===== config.mk =====
export PLATFORM = sky130hd
export DESIGN_NAME = sifhTop
export DESIGN_NICKNAME = d
export VERILOG_FILES = /design/src/hdl/sifhPkg.sv /design/src/hdl/sifhTop.sv /design/src/hdl/peakScan.sv /design/src/hdl/histRam.sv /design/src/hdl/histAccumulate.sv /design/src/hdl/binSelect.sv /design/src/hdl/sifhControl.sv
export SDC_FILE = /design/constraint.sdc
export NUM_CORES = 1
export LEC_CHECK = 0
export BUFFER_PORTS_ARGS = -buffer_cell sky130_fd_sc_hd__buf_4
export CORE_UTILIZATION = 55
export CTS_CLUSTER_DIAMETER = 80
export DETAILED_ROUTE_END_ITERATION = 12
export GPL_TIMING_DRIVEN = 0
export PLACE_DENSITY = 0.86
export SKIP_CTS_REPAIR_TIMING = 1
export SLEW_MARGIN = 20
export SYNTH_ARGS = -nofsm -noshare
export SYNTH_HDL_FRONTEND = slang
export SYNTH_HIERARCHICAL = 1
export SYNTH_SLANG_ARGS = --single-unit

===== constraint.sdc =====
create_clock -name clk -period 2.3 [get_ports clk]
set_input_delay 0.345 -clock clk [delete_from_list [all_inputs] [get_ports clk]]
set_output_delay 0.345 -clock clk [all_outputs]
set_load 0.02 [all_outputs]

===== src/hdl/sifhPkg.sv =====
`default_nettype none

package sifhPkg;

    localparam int NP = 12;                  // timestamp width
    localparam int NB = 4;                   // bin index width
    localparam int BINS = 2 ** NB;
    localparam int CW = 6;                   // bin counter width
    localparam int NUM_SAMPLES = 96;         // accepted stamps per pass
    localparam int LW = NP - 2 * NB;         // bits below the fine field
    localparam int ACW = 7;                  // acceptance counter width

    localparam logic [NB-1:0] LAST_BIN = NB'(BINS - 1);
    localparam logic [CW-1:0] SAT = '1;      // counters stick here
    localparam logic [ACW-1:0] LAST_SAMPLE = ACW'(NUM_SAMPLES - 1);

    // which histogram is being built
    typedef enum logic [0:0] {
        COARSE = 1'b0,
        FINE   = 1'b1
    } passT;

    // raw TDC word, msb first
    typedef struct packed {
        logic [NB-1:0] coarse;
        logic [NB-1:0] fine;
        logic [LW-1:0] low;
    } stampT;

    typedef struct packed {
        logic          valid;
        logic [NB-1:0] bin;
    } binReqT;

    typedef struct packed {
        logic [NB-1:0] bin;
        logic [CW-1:0] count;
    } peakT;

endpackage

`default_nettype wire

===== src/hdl/sifhTop.sv =====
`timescale 1ns/1ps
`default_nettype none

module sifhTop (
    input  wire                      clk,
    input  wire                      res,
    input  wire                      start,
    input  wire sifhPkg::stampT      stamp,
    input  wire                      stampValid,
    output logic                     stampReady,
    output logic                     busy,
    output logic                     resultValid,
    output logic [2*sifhPkg::NB-1:0] peakTime,
    output logic [sifhPkg::CW-1:0]   peakCount
);

    logic                   stampAccept;
    sifhPkg::passT          pass;
    logic [sifhPkg::NB-1:0] window;
    sifhPkg::binReqT        req;
    logic [sifhPkg::NB-1:0] accRdAddr;
    logic                   accRdEn;
    logic [sifhPkg::CW-1:0] rdData;
    logic [sifhPkg::NB-1:0] wrAddr;
    logic                   wrEn;
    logic [sifhPkg::CW-1:0] wrData;
    logic                   accIdle;
    logic                   clearStart;
    logic                   clearBusy;
    logic                   scanStart;
    logic [sifhPkg::NB-1:0] scanRdAddr;
    logic                   scanBusy;
    logic                   scanDone;
    sifhPkg::peakT          scanPeak;

    assign stampAccept = stampValid & stampReady;

    sifhControl sifhControl_inst (
        .clk, .res, .start, .stampAccept, .accIdle, .clearBusy, .scanDone, .scanPeak,
        .stampReady, .busy, .pass, .window, .clearStart, .scanStart, .resultValid,
        .peakTime, .peakCount
    );

    binSelect binSelect_inst (
        .clk, .res, .stamp, .stampAccept, .pass, .window, .req
    );

    histAccumulate histAccumulate_inst (
        .clk, .res, .req, .rdAddr(accRdAddr), .rdEn(accRdEn), .rdData,
        .wrAddr, .wrEn, .wrData, .idle(accIdle)
    );

    histRam histRam_inst (
        .clk, .res, .clearStart, .accRdAddr, .accRdEn, .scanRdAddr, .scanBusy,
        .wrAddr, .wrEn, .wrData, .rdData, .clearBusy
    );

    peakScan peakScan_inst (
        .clk, .res, .scanStart, .rdData, .scanRdAddr, .scanBusy, .scanDone, .peak(scanPeak)
    );

endmodule

`default_nettype wire


===== src/hdl/peakScan.sv =====
`timescale 1ns/1ps
`default_nettype none

module peakScan (
    input  wire                     clk,
    input  wire                     res,
    input  wire                     scanStart,
    input  wire [sifhPkg::CW-1:0]   rdData,
    output logic [sifhPkg::NB-1:0]  scanRdAddr,
    output logic                    scanBusy,
    output logic                    scanDone,
    output sifhPkg::peakT           peak
);

    logic                   cmpValid;  // rdData holds a bin this cycle
    logic [sifhPkg::NB-1:0] cmpBin;

    always_ff @(posedge clk or negedge res) begin
        if (!res) begin
            scanBusy   <= 1'b0;
            scanRdAddr <= '0;
            cmpValid   <= 1'b0;
            scanDone   <= 1'b0;
        end else begin
            cmpValid <= scanBusy;
            scanDone <= cmpValid && (cmpBin == sifhPkg::LAST_BIN);
            if (scanStart) begin
                scanBusy   <= 1'b1;
                scanRdAddr <= '0;
            end else if (scanBusy) begin
                scanRdAddr <= scanRdAddr + 1'b1;
                if (scanRdAddr == sifhPkg::LAST_BIN) scanBusy <= 1'b0;
            end
        end
    end

    always_ff @(posedge clk) begin
        cmpBin <= scanRdAddr;   // follows the registered read
        if (scanStart) begin
            peak <= '0;
        end else if (cmpValid && (rdData > peak.count)) begin
            peak.bin   <= cmpBin;   // strict compare keeps the lowest tie
            peak.count <= rdData;
        end
    end

endmodule

`default_nettype wire


===== src/hdl/histRam.sv =====
`timescale 1ns/1ps
`default_nettype none

module histRam (
    input  wire                     clk,
    input  wire                     res,
    input  wire                     clearStart,
    input  wire [sifhPkg::NB-1:0]   accRdAddr,
    input  wire                     accRdEn,
    input  wire [sifhPkg::NB-1:0]   scanRdAddr,
    input  wire                     scanBusy,
    input  wire [sifhPkg::NB-1:0]   wrAddr,
    input  wire                     wrEn,
    input  wire [sifhPkg::CW-1:0]   wrData,
    output logic [sifhPkg::CW-1:0]  rdData,
    output logic                    clearBusy
);

    logic [sifhPkg::CW-1:0] mem [sifhPkg::BINS];
    logic [sifhPkg::NB-1:0] clearAddr;
    logic [sifhPkg::NB-1:0] portRdAddr;
    logic                   portRdEn;
    logic [sifhPkg::NB-1:0] portWrAddr;
    logic                   portWrEn;
    logic [sifhPkg::CW-1:0] portWrData;

    // scan owns the read port while it runs
    assign portRdAddr = scanBusy ? scanRdAddr : accRdAddr;
    assign portRdEn   = scanBusy || accRdEn;

    assign portWrEn   = clearBusy || wrEn;
    assign portWrAddr = clearBusy ? clearAddr : wrAddr;
    assign portWrData = clearBusy ? '0 : wrData;

    always_ff @(posedge clk or negedge res) begin
        if (!res) begin
            clearBusy <= 1'b0;
            clearAddr <= '0;
        end else if (clearStart) begin
            clearBusy <= 1'b1;
            clearAddr <= '0;
        end else if (clearBusy) begin
            clearAddr <= clearAddr + 1'b1;
            if (clearAddr == sifhPkg::LAST_BIN) clearBusy <= 1'b0;   // one zero per bin
        end
    end

    always_ff @(posedge clk) begin
        if (portWrEn) mem[portWrAddr] <= portWrData;
        if (portRdEn) rdData <= mem[portRdAddr];   // old word on same-address write
    end

endmodule

`default_nettype wire


===== src/hdl/histAccumulate.sv =====
`timescale 1ns/1ps
`default_nettype none

module histAccumulate (
    input  wire                     clk,
    input  wire                     res,
    input  wire sifhPkg::binReqT    req,
    output logic [sifhPkg::NB-1:0]  rdAddr,
    output logic                    rdEn,
    input  wire [sifhPkg::CW-1:0]   rdData,
    output logic [sifhPkg::NB-1:0]  wrAddr,
    output logic                    wrEn,
    output logic [sifhPkg::CW-1:0]  wrData,
    output logic                    idle
);

    logic                   s2Valid;   // data stage
    logic [sifhPkg::NB-1:0] s2Bin;
    logic                   fwdValid;  // write issued last cycle
    logic [sifhPkg::NB-1:0] fwdBin;
    logic [sifhPkg::CW-1:0] fwdData;
    logic [sifhPkg::CW-1:0] base;

    // read issued in the request cycle
    assign rdAddr = req.bin;
    assign rdEn   = req.valid;

    // ram returned the old word if the same bin was written on the read edge
    assign base = (fwdValid && (fwdBin == s2Bin)) ? fwdData : rdData;

    assign wrEn   = s2Valid;
    assign wrAddr = s2Bin;
    assign wrData = (base == sifhPkg::SAT) ? base : base + 1'b1;

    assign idle = !req.valid && !s2Valid;

    always_ff @(posedge clk or negedge res) begin
        if (!res) begin
            s2Valid  <= 1'b0;
            fwdValid <= 1'b0;
        end else begin
            s2Valid  <= req.valid;
            fwdValid <= s2Valid;
        end
    end

    always_ff @(posedge clk) begin
        s2Bin   <= req.bin;
        fwdBin  <= s2Bin;
        fwdData <= wrData;
    end

    // a bin hit again two cycles later reads its last write back from the ram
    assert property (@(posedge clk) disable iff (!res)
        (wrEn && $past(wrEn, 2) && (wrAddr == $past(wrAddr, 2))
            && !($past(wrEn) && (wrAddr == $past(wrAddr))))
        |-> (wrData == (($past(wrData, 2) == sifhPkg::SAT) ?
                        sifhPkg::SAT : $past(wrData, 2) + 1'b1)))
        else $error("bin count lost between a write and the next read");

endmodule

`default_nettype wire


===== src/hdl/binSelect.sv =====
`timescale 1ns/1ps
`default_nettype none

module binSelect (
    input  wire                    clk,
    input  wire                    res,
    input  wire sifhPkg::stampT    stamp,
    input  wire                    stampAccept,
    input  wire sifhPkg::passT     pass,
    input  wire [sifhPkg::NB-1:0]  window,
    output sifhPkg::binReqT        req
);

    logic                  inWindow;
    logic                  validQ;
    logic [sifhPkg::NB-1:0] binQ;

    // coarse pass takes everything
    assign inWindow = (pass == sifhPkg::COARSE) || (stamp.coarse == window);

    always_ff @(posedge clk or negedge res) begin
        if (!res) begin
            validQ <= 1'b0;
        end else begin
            validQ <= stampAccept && inWindow;
        end
    end

    always_ff @(posedge clk) begin
        if (stampAccept) begin
            binQ <= (pass == sifhPkg::COARSE) ? stamp.coarse : stamp.fine;
        end
    end

    assign req.valid = validQ;
    assign req.bin   = binQ;

endmodule

`default_nettype wire


===== src/hdl/sifhControl.sv =====
`timescale 1ns/1ps
`default_nettype none

module sifhControl (
    input  wire                      clk,
    input  wire                      res,
    input  wire                      start,
    input  wire                      stampAccept,
    input  wire                      accIdle,
    input  wire                      clearBusy,
    input  wire                      scanDone,
    input  wire sifhPkg::peakT       scanPeak,
    output logic                     stampReady,
    output logic                     busy,
    output sifhPkg::passT            pass,
    output logic [sifhPkg::NB-1:0]   window,
    output logic                     clearStart,
    output logic                     scanStart,
    output logic                     resultValid,
    output logic [2*sifhPkg::NB-1:0] peakTime,
    output logic [sifhPkg::CW-1:0]   peakCount
);

    typedef enum logic [2:0] {IDLE, CLEAR, BUILD, DRAIN, SCAN} stateT;

    stateT                   state;
    stateT                   stateNext;
    logic [sifhPkg::ACW-1:0] acceptCnt;
    logic                    scanFinish;

    assign scanFinish = (state == SCAN) && scanDone;
    // ready already in the cycle the clear finishes
    assign stampReady = (state == BUILD) || ((state == CLEAR) && !clearBusy);
    assign busy       = (state != IDLE);

    always_comb begin
        stateNext  = state;
        clearStart = 1'b0;
        scanStart  = 1'b0;
        case (state)
            IDLE: if (start) begin
                clearStart = 1'b1;
                stateNext  = CLEAR;
            end
            CLEAR: if (!clearBusy) stateNext = BUILD;
            BUILD: if (stampAccept && (acceptCnt == sifhPkg::LAST_SAMPLE)) stateNext = DRAIN;
            DRAIN: if (accIdle) begin          // last write has landed
                scanStart = 1'b1;
                stateNext = SCAN;
            end
            SCAN: if (scanDone) begin
                if (pass == sifhPkg::COARSE) begin
                    clearStart = 1'b1;          // second clear for the fine pass
                    stateNext  = CLEAR;
                end else begin
                    stateNext  = IDLE;
                end
            end
            default: stateNext = IDLE;
        endcase
    end

    always_ff @(posedge clk or negedge res) begin
        if (!res) begin
            state       <= IDLE;
            pass        <= sifhPkg::COARSE;
            acceptCnt   <= '0;
            resultValid <= 1'b0;
        end else begin
            state       <= stateNext;
            resultValid <= scanFinish && (pass == sifhPkg::FINE);
            if (clearStart) acceptCnt <= '0;
            else if (stampAccept) acceptCnt <= acceptCnt + 1'b1;
            if (state == IDLE && start) pass <= sifhPkg::COARSE;
            else if (scanFinish) pass <= sifhPkg::FINE;
        end
    end

    always_ff @(posedge clk) begin
        if (scanFinish) begin
            if (pass == sifhPkg::COARSE) begin
                window <= scanPeak.bin;                 // coarse peak opens the fine window
            end else begin
                peakTime  <= {window, scanPeak.bin};
                peakCount <= scanPeak.count;
            end
        end
    end

    // a done only answers a scan that this FSM launched
    assert property (@(posedge clk) disable iff (!res) scanDone |-> (state == SCAN))
        else $error("scan done with no scan running");

    assert property (@(posedge clk) disable iff (!res) clearBusy |-> !stampReady)
        else $error("stampReady high during histogram clear");

endmodule

`default_nettype wire


# Word level (Yosys, flattened, before mapping)
# Memory sizes are Yosys's and may differ from the RTL's. A register that Yosys moved wholly into a read port is not among the register bits.
# Cells that the tools add are included.
dict set report word_totals {
  mem_bits_rw 96
  output_inout_bits 17
  register_bits 77
  input_bits 16
  n_memories 1
}
# name words width rd rd_ports_with_merged_regs write_ports line
set memory_table {}
lappend memory_table {histRam_inst.mem 16 6 1 1 1 histRam.sv:19} ;# logic [sifhPkg::CW-1:0] mem [sifhPkg::BINS];
dict set report op_classes {
  n_lt_le_gt_ge 1
  eq_ne 16
  n_reduce_logical 26
  add_sub_neg 4
  bitwise_logic 2
  n_mux 35
}
# op n
set op_table {}
lappend op_table {{4-bit two-way mux} 7}
lappend op_table {{6-bit two-way mux} 3}
lappend op_table {{1-bit two-way mux} 16}
lappend op_table {{3-bit two-way mux} 5}
lappend op_table {{3-bit one-hot mux with 5 select lines} 1}
lappend op_table {{7-bit two-way mux} 2}
lappend op_table {{4-bit equality test, second input constant} 3}
lappend op_table {{1-bit logical AND} 10}
lappend op_table {{4-bit by 1-bit adder with 4-bit output, second input constant} 2}
lappend op_table {{4-bit equality test} 2}
lappend op_table {{2-bit inequality test, second input constant} 4}
lappend op_table {{2-bit nonzero test} 4}
lappend op_table {{7-bit by 1-bit adder with 7-bit output, second input constant} 1}
lappend op_table {{7-bit equality test, second input constant} 1}
lappend op_table {{6-bit by 1-bit adder with 6-bit output, second input constant} 1}
lappend op_table {{3-bit by 2-bit equality test with 1-bit output, second input constant} 2}
lappend op_table {{6-bit equality test, second input constant} 1}
lappend op_table {{6-bit greater-than comparator} 1}
lappend op_table {{5-bit AND reduction} 1}
lappend op_table {{1-bit logical OR} 4}
lappend op_table {{2-bit AND reduction} 2}
lappend op_table {{3-bit by 1-bit equality test with 1-bit output, second input constant} 1}
lappend op_table {{3-bit equality test, second input constant} 1}
lappend op_table {{1-bit logical NOT} 3}
lappend op_table {{6 further kinds} 6}

# Longest topological paths before layout
# Gate-level depths: netlist of the first run.
dict set report depth {
  ltp_word 7
  ltp_mapped 8
  ltp_nobuf 6
}

# By module
# Netlist of the first run, hierarchy kept.
# mod seq_area_each_um2 area_per_inst_um2 n_inst cells_per_inst
set by_module_without_submodules {}
lappend by_module_without_submodules {histRam 3188.1 4389.2 1 272}
lappend by_module_without_submodules {sifhControl 840.8 1196.1 1 85}
lappend by_module_without_submodules {peakScan 455.4 953.4 1 90}
lappend by_module_without_submodules {histAccumulate 330.3 674.4 1 67}
lappend by_module_without_submodules {binSelect 145.1 246.5 1 16}
lappend by_module_without_submodules {sifhTop 0.0 6.3 1 1}

# Worst setup path before layout of the first run
# OpenSTA, ideal clock, no wires.
dict set report synth_path {
  path_type {reg-to-reg}
  startpoint {register sifhControl_inst.state[1]}
  endpoint {register sifhControl_inst/acceptCnt[6] in the netlist's numbering}
  setup_time_ps 73
  n_path_buf 2
  slack_ps -125
  stages_incl_launch_ff 9
  arrival_ps 2352
  period_less_slack_ps 2425
  cell_sequence {dfrtp_1 buf_2 or3b_1 a21oi_1 and2_1 buf_4 nand3_1 or3_1 a21oi_2}
}
dict set report synth_between {
  elab_chain_len 5
  word_cells_on_any_way 10
  cone_classes {eq/ne: 3; mux: 2; bitwise: 1; reduce/logical: 4}
}
# item line
set synth_rtl {}
lappend synth_rtl {{start: declaration} sifhControl.sv:26} ;# stateT state;
lappend synth_rtl {{start signal: assignment} sifhControl.sv:70} ;# state <= stateNext;
lappend synth_rtl {{3-bit by 1-bit equality test with 1-bit output} sifhControl.sv:33} ;# assign stampReady = (state == BUILD) || ((state == CLEAR) && !clearBusy);
lappend synth_rtl {{1-bit logical AND} sifhControl.sv:33}
lappend synth_rtl {{1-bit logical OR (*)} sifhControl.sv:33}
lappend synth_rtl {{named net stampReady} sifhTop.sv:10} ;# output logic stampReady,
lappend synth_rtl {{1-bit bitwise AND (*)} sifhTop.sv:36} ;# assign stampAccept = stampValid & stampReady;
lappend synth_rtl {{named net stampAccept} sifhTop.sv:17} ;# logic stampAccept;
lappend synth_rtl {{2-bit nonzero test (no source line) (*)} --}
lappend synth_rtl {{end signal: assignment} sifhControl.sv:73} ;# else if (stampAccept) acceptCnt <= acceptCnt + 1'b1;
lappend synth_rtl {{end: declaration} sifhControl.sv:28} ;# logic [sifhPkg::ACW-1:0] acceptCnt;
# Mark *: on every way through the listed nets, which the timed path passes. The rest lies on a longest branch.
# A chain may end at the register's enable or synchronous reset.

# Worst setup path in the final report of the first run
dict set report layout_path {
  startpoint {register peakScan_inst.scanBusy}
  endpoint {register histRam_inst/rdData[1] in the netlist's numbering (read register of histRam_inst.mem) (data pin)}
}
dict set report layout_between {
  elab_chain_len 1
  word_cells_on_any_way 2
  cone_classes {mux: 1; reduce/logical: 1}
}
# item line
set layout_rtl {}
lappend layout_rtl {{start: declaration} peakScan.sv:10} ;# output logic scanBusy,
lappend layout_rtl {{start signal: assignment} peakScan.sv:20} ;# scanBusy <= 1'b0;
lappend layout_rtl {{start signal: assignment} peakScan.sv:28} ;# scanBusy <= 1'b1;
lappend layout_rtl {{start signal: assignment} peakScan.sv:32} ;# if (scanRdAddr == sifhPkg::LAST_BIN) scanBusy <= 1'b0;
lappend layout_rtl {{4-bit two-way mux / 1-bit logical OR (equally long branches)} {histRam.sv:28, histRam.sv:29}}
lappend layout_rtl {{end: declaration} histRam.sv:15} ;# output logic [sifhPkg::CW-1:0] rdData,
# Parallel ways exist; a longest one is shown, timed or not.

==> impl_metrics.tcl, run 1 <==
set metrics [dict create \
    status "finished with violations" \
    violations "setup timing" \
    seq_area_frac_synth_pct 66.4 \
    slowest_stage "or4_1" \
    cp_max_fo 10 \
    post-route-util_pct 66.5 \
    syn_inst 531 \
    cts_buffer_depth 2 \
    cp.buffers_inverters 1 \
    path_clk_slew_ns 0.07 \
    die_width_um 119 \
    drc 0 \
    finClkSkew_ns 0.0120 \
    fin_crit_sh_pct 101 \
    grt_start_max_net_pins 28 \
    grt_pass1_wl_um 24000 \
    setup_violations 3 \
    clk_latency_ns 0.43 \
    h-tree-depth 4 \
    dieArea_mm2 0.0140 \
    cp_slowest_stage_delay_ns 0.55 \
    leakage_nw 3.31 \
    grt.total_usage_pct 22.8 \
    reg2reg_to "histRam_inst/rdData[1]$_DFFE_PP_" \
    slew_headroom_pct 47.8 \
    wire_per_inst_um 21.2 \
    syn_area_mm2 0.00747 \
    synthFlopType "edfxtp_1" \
    path_delay_family "compound AO/OA/AOI/OAI gates" \
    drv_slew 0 \
    rsz0062_at_grt "true" \
    overflow 0 \
    synth_edf_count 124 \
    p_total_w 0.0113 \
    core_area_mm2 0.0132 \
    finalWirelength_um 16500 \
    drt-pass1-iter-count 6 \
    root_buffer "clkbuf_16" \
    synthArstFlopShare_pct 15.1 \
    dp_hpwl_um 9840 \
    syn_nets 556 \
    cts.sinks 179 \
    worst_slew_pin_slew_ns 0.783 \
    min_path_type "input pin to flop" \
    fin_ws_ns -0.0294 \
    critPathKind "flop to flop" \
    cts_inserted_buffers 17 \
    vias 4675 \
    ys_seq_elements 179 \
    crit_chain "buf_4 > mux2i_1 > o21ai_1 > o22ai_1 > or4_1" \
    cts_tree "yes" \
    yosysUniqueCellTypes 54 \
    nets 613 \
    antenna_left 0 \
    critical_path_arrival_ns 2.50 \
    critical_path.startpoint "peakScan_inst/scanBusy$_DFF_PN0_" \
    antenna_found_initial 0 \
    viasPerCell 6.02 \
    synth_top_area_share_pct 49.9 \
    die_h_um 119 \
    fmax_mhz 429 \
    initial_core_util_pct 56.4 \
    ir_drop_mv 0.803 \
    hold_path_startpoint "stamp[4]" \
    maxCapViolCount 0 \
    p_per_area_mw_per_mm2 1290 \
    first_global_vias 4555 \
    finalHoldViolCount 0 \
    syn_area_per_cell_um2 14.1 \
    drive_above_1_share_pct 24.1 \
    netlist_top_cells_area "edfxtp_1, dfrtp_1, mux2i_1" \
    yosysWarnings 6 \
    io_buffer_count 28 \
    rows 42 \
    r2r_start "peakScan_inst/scanBusy$_DFF_PN0_" \
    period_needed_ns 2.33 \
    cp-end-kind "flop" \
    gp_congestion 0.887 \
    area_growth_syn_to_layout_pct 17.9 \
    num_antenna_cells 0 \
    critPathLaunchType "flop" \
    r2r_cells 5 \
    ios 33 \
    crit_path_end "histRam_inst/rdData[1]$_DFFE_PP_" \
    required_ns 2.47 \
    cp.depth 5 \
    yosys.area.top_type "edfxtp_1" \
    regToRegSetupSlack_ns -0.03 \
    dr.first_iter.drc_count 357 \
]
==> worst min path at each step <==
stage	end	slack (ns)	cells past startpoint
floorplan	binSelect_inst/validQ$_DFF_PN0_	0.05	0
global placement	histRam_inst/clearAddr[1]$_DFFE_PN0P_	0.28	1
detailed placement	histRam_inst/clearAddr[0]$_DFFE_PN0P_	0.28	1
CTS	histAccumulate_inst/fwdValid$_DFF_PN0_	-0.18	1
global route	binSelect_inst/binQ[3]$_DFFE_PP_	0.21	2
finish	binSelect_inst/binQ[0]$_DFFE_PP_	0.21	2
==> power by group <==
group          switching (W)  total (W)  internal (W)
clock network        0.00120    0.00277       0.00158
logic                0.00210    0.00356       0.00147
registers           0.000529    0.00500       0.00447
total                0.00382     0.0113       0.00752
==> flip-flops by register name, summed over array words and instances (netlist names), 3 cells and up <==
name and cells:
binSelect_inst/binQ 4, histAccumulate_inst/fwdBin 4, histAccumulate_inst/fwdData 6, histAccumulate_inst/wrAddr 4
histRam_inst/clearAddr 4, histRam_inst/mem 96, histRam_inst/rdData 6, peakScan_inst/cmpBin 4
peakScan_inst/peak 10, peakScan_inst/scanRdAddr 4, sifhControl_inst/acceptCnt 7, sifhControl_inst/peakCount 6
sifhControl_inst/peakTime 8, sifhControl_inst/state 3, sifhControl_inst/window 4
==> per-stage QoR <==
step	instances	hold WS (ns)	TNS (ns)	area, µm²	setup slack, ns
finish	777	0.214	-0.0636	8800	-0.0294
global route	777	0.208	-2.35	8800	-0.0776
CTS	767	-0.180	-46.41	8480	-0.653
detailed placement	735	0.281	-37.68	7910	-0.602
global placement	735	0.276	-28.79	7900	-0.379
floorplan	531	0.0494	0	7470	0.00704
==> routing by layer <==
layer | vias to the layer above | global-route usage (%) | wire length [µm]
met5 | - | 0 | 0
met1 | 2299 | 28.2 | 6420
li1 | 2095 | - | -
met4 | 0 | 9.57 | 551
met2 | 237 | 38.7 | 8390
met3 | 44 | 5.16 | 1120
==> worst register-to-register path, delay by kind of cell (launching register included) <==
kind,cells,cell delay (ns)
buf+inv,1,0.20
compound gates,2,0.65
simple gates,1,0.55
flops,1,0.46
mux,1,0.21
==> final cells by class <==
cell class / instances / area, µm²
buffer: 21 / 175
clock buffer: 21 / 470
clock inverter: 11 / 103
fill: 858 / 4440
inverter: 12 / 45.0
multi-input combinational: 319 / 2530
sequential: 179 / 4960
tap: 176 / 220
timing repair buffer: 38 / 300
==> logic make-up after synthesis <==
group	after synthesis	share of synthesized area (%)
mux	76	10.4
fa+ha+maj	9	1.51
compound gates	75	6.59
buf+inv	33	2.48
flops	179	66.4
xor+xnor	18	2.11
simple gates	141	10.5
==> cell usage in the layout (no fill, tap or decap), types with 8 or more instances in the layout <==
cell / synthesis / layout
xor2_1: 9 / 9
dfxtp_1: 28 / 28
xnor2_1: 9 / 9
nor2_2: 0 / 9
o22ai_1: 25 / 20
inv_1: 12 / 12
dfrtp_1: 27 / 26
nand2b_1: 25 / 25
nand4_1: 8 / 8
mux2i_1: 67 / 58
edfxtp_1: 124 / 124
nand2_1: 19 / 19
a21oi_1: 11 / 10
o21ai_0: 9 / 9
nor2_1: 41 / 32
buf_4: 9 / 43
nand3_1: 10 / 9
clkbuf_16: 0 / 17
ha_1: 9 / 9
==> synth_stat cells (all sizes together) (6+ instances only) <==
cell,n
a21oi,12
buf,16
dfrtp,27
dfxtp,28
edfxtp,124
ha,9
inv,12
mux2,9
mux2i,67
nand2,19
nand2b,25
nand3,10
nand4,9
nor2,41
nor2b,7
o21ai,17
o22ai,25
or4,6
xnor2,9
xor2,9
No activity file was read; power rests on OpenSTA's default activity.
==> run 2, diff against run 1 <==
TNS_END_PERCENT = 5   (was unset)
==> run 2 against run 1 <==
  * Core utilization decreased by 1.6 points
  * Critical path depth increased by 1
  * Die area unchanged
  * Sequential power about the same
  * Power decreased by 3.3%
  * Non-clock buffer count decreased by 9
  * Critical path type unchanged
  * Register-to-register slack got worse by 0.17 ns
  * Combinational power decreased by 9.0%
  * Via count decreased by 1.7%
  * First-iteration DRC count decreased by 9.0%
  * Worst setup slack got worse by 0.17 ns
  * The flow still finishes with violations (setup timing)
  * Largest power group unchanged
==> impl_metrics.tcl, run 2 (same netlist as run 1, synthesis figures left out) <==
set metrics [dict create \
    status "finished with violations" \
    violations "setup timing" \
    cp_max_fo 10 \
    num_antenna_cells 0 \
    fmax_mhz 399 \
    drc 0 \
    gp_congestion 0.887 \
    clk_latency_ns 0.43 \
    slew_headroom_pct 44.7 \
    drive_above_1_share_pct 20.1 \
    critical_path_arrival_ns 2.65 \
    p_comb_share_pct 29.5 \
    placed_area_mm2 0.00791 \
    vias 4596 \
    r2r_start "peakScan_inst/scanBusy$_DFF_PN0_" \
    antenna_left 0 \
    layout_commonest_cell "edfxtp_1" \
    finalWirelength_um 15400 \
    grt.total_usage_pct 22.8 \
    p_int_w 0.00730 \
    maxCapViolCount 0 \
    multi_input_area_mm2 0.00243 \
    grt_pass1_wl_um 24000 \
    initial_core_util_pct 56.4 \
    io_buffer_count 28 \
    clock_power_share_pct 25.1 \
    required_ns 2.45 \
    h-tree-depth 4 \
    path_clk_slew_ns 0.07 \
    rows 42 \
    period_needed_ns 2.50 \
    critPathLaunchType "flop" \
    overflow 0 \
    setup_violations 12 \
    cp-end-kind "flop" \
    cts_tree "yes" \
    nFillCells 881 \
    viasPerCell 5.98 \
    die_h_um 119 \
    finalHoldViolCount 0 \
    reg_top3 "histRam_inst/mem x96, peakScan_inst/peak x10, sifhControl_inst/peakTime x8" \
    drt-pass1-iter-count 5 \
    die_width_um 119 \
    antenna_found_initial 0 \
    min_path_type "input pin to flop" \
    area_growth_syn_to_layout_pct 15.1 \
    cts.sinks 179 \
    critical_path.startpoint "peakScan_inst/scanBusy$_DFF_PN0_" \
    root_buffer "clkbuf_16" \
    largest_reg_flops 96 \
    p_switching_w 0.00366 \
    seqPwrFrac_pct 45.4 \
    dr.first_iter.drc_count 325 \
    rsz0062_at_grt "true" \
    fin_crit_sh_pct 109 \
    critPathKind "flop to flop" \
    seq_area_mm2 0.00496 \
    switching_share_pct 33.4 \
    hold_path_startpoint "stamp[4]" \
    first_global_vias 4555 \
    grt_start_max_net_pins 28 \
    ios 33 \
    nets 604 \
    leakage_nw 3.24 \
    core_area_mm2 0.0132 \
    cts_buffer_depth 2 \
    design_area_mm2 0.00859 \
    place_ws_ns -0.602 \
    p_per_area_mw_per_mm2 1280 \
    cts_inserted_buffers 17 \
    ir_drop_mv 0.791 \
    top_register "histRam_inst/mem" \
    dp_hpwl_um 9840 \
    layout_common_cells "edfxtp_1, mux2i_1, buf_4" \
    dieArea_mm2 0.0140 \
    drv_slew 0 \
    fin_ws_ns -0.204 \
    worst_slew_pin_slew_ns 0.830 \
    finClkSkew_ns 0.0103 \
    wire_per_inst_um 20.1 \
]
-- run 2: changes by cell type in the layout (fill, tap and decap cells not counted), moves of 3 or more --
cell and delta:
mux2i_1 +7, buf_4 -6, mux2i_2 -5, o22ai_1 +5, o22ai_2 -5, nor2_1 -4
nor2_2 +4, or4_1 +3, or4_4 -3
-- run 2: final timing paths --
check	to	slack, ns	cells after the start
max in group asynchronous	peakScan_inst/scanBusy$_DFF_PN0_	1.65	2
min in group asynchronous	histRam_inst/clearAddr[0]$_DFFE_PN0P_	0.37	2
hold reg to reg	histAccumulate_inst/wrAddr[1]$_DFF_P_	0.39	0
setup reg to reg	histRam_inst/rdData[0]$_DFFE_PP_	-0.20	6
setup / recovery	histRam_inst/rdData[0]$_DFFE_PP_	-0.20	6
hold / removal	binSelect_inst/binQ[0]$_DFFE_PP_	0.22	2
-- run 2: layout make-up --
type / count / share of cell area (%)
clock inverters: 11 / 1.19
plain buffers: 21 / 1.65
flip-flops and latches: 179 / 57.7
well taps: 176 / 2.56
repair buffers: 29 / 2.56
clock buffers: 21 / 5.48
multi-input cells: 319 / 28.3
inverters: 12 / 0.524
-- run 2: worst max-delay path, cell delays in order, from the launching register on --
cell,delay [ns]
dfrtp_2,0.49
mux2i_4,0.33
buf_6,0.22
buf_4,0.25
mux2i_1,0.28
o22ai_1,0.16
or4_1,0.49
-- run 2: routing by layer --
layer | share of wire [%] | track usage, %
met5 | 0 | 0
met4 | 2.9 | 9.57
met3 | 6.3 | 5.16
met2 | 51 | 38.7
met1 | 40 | 28.2
-- run 2: power by group through the flow --
stage          Clock [W]  Combinational (W)  Sequential [W]
3_3_place_gp           0            0.00277         0.00496
3_5_place_dp           0            0.00294         0.00502
4_1_cts          0.00278            0.00300         0.00497
6_report         0.00275            0.00324         0.00498
5_1_grt          0.00291            0.00346         0.00503
2_1_floorplan          0            0.00213         0.00486
-- run 2: metrics by stage --
| stage | total power (W) | hold WS [ns] | TNS (ns) | util [%] | cells |
|---|---|---|---|---|---|
| 2_1_floorplan | 0.00699 | 0.0494 | 0 | - | 531 |
| 3_3_place_gp | 0.00774 | 0.276 | -28.79 | 59.7 | 735 |
| 3_5_place_dp | 0.00796 | 0.281 | -37.68 | 59.7 | 735 |
| 4_1_cts | 0.0108 | -0.180 | -46.41 | 64.0 | 767 |
| 5_1_grt | 0.0114 | 0.213 | -5.32 | 64.9 | 768 |
| 6_report | 0.0110 | 0.217 | -1.16 | 64.9 | 768 |
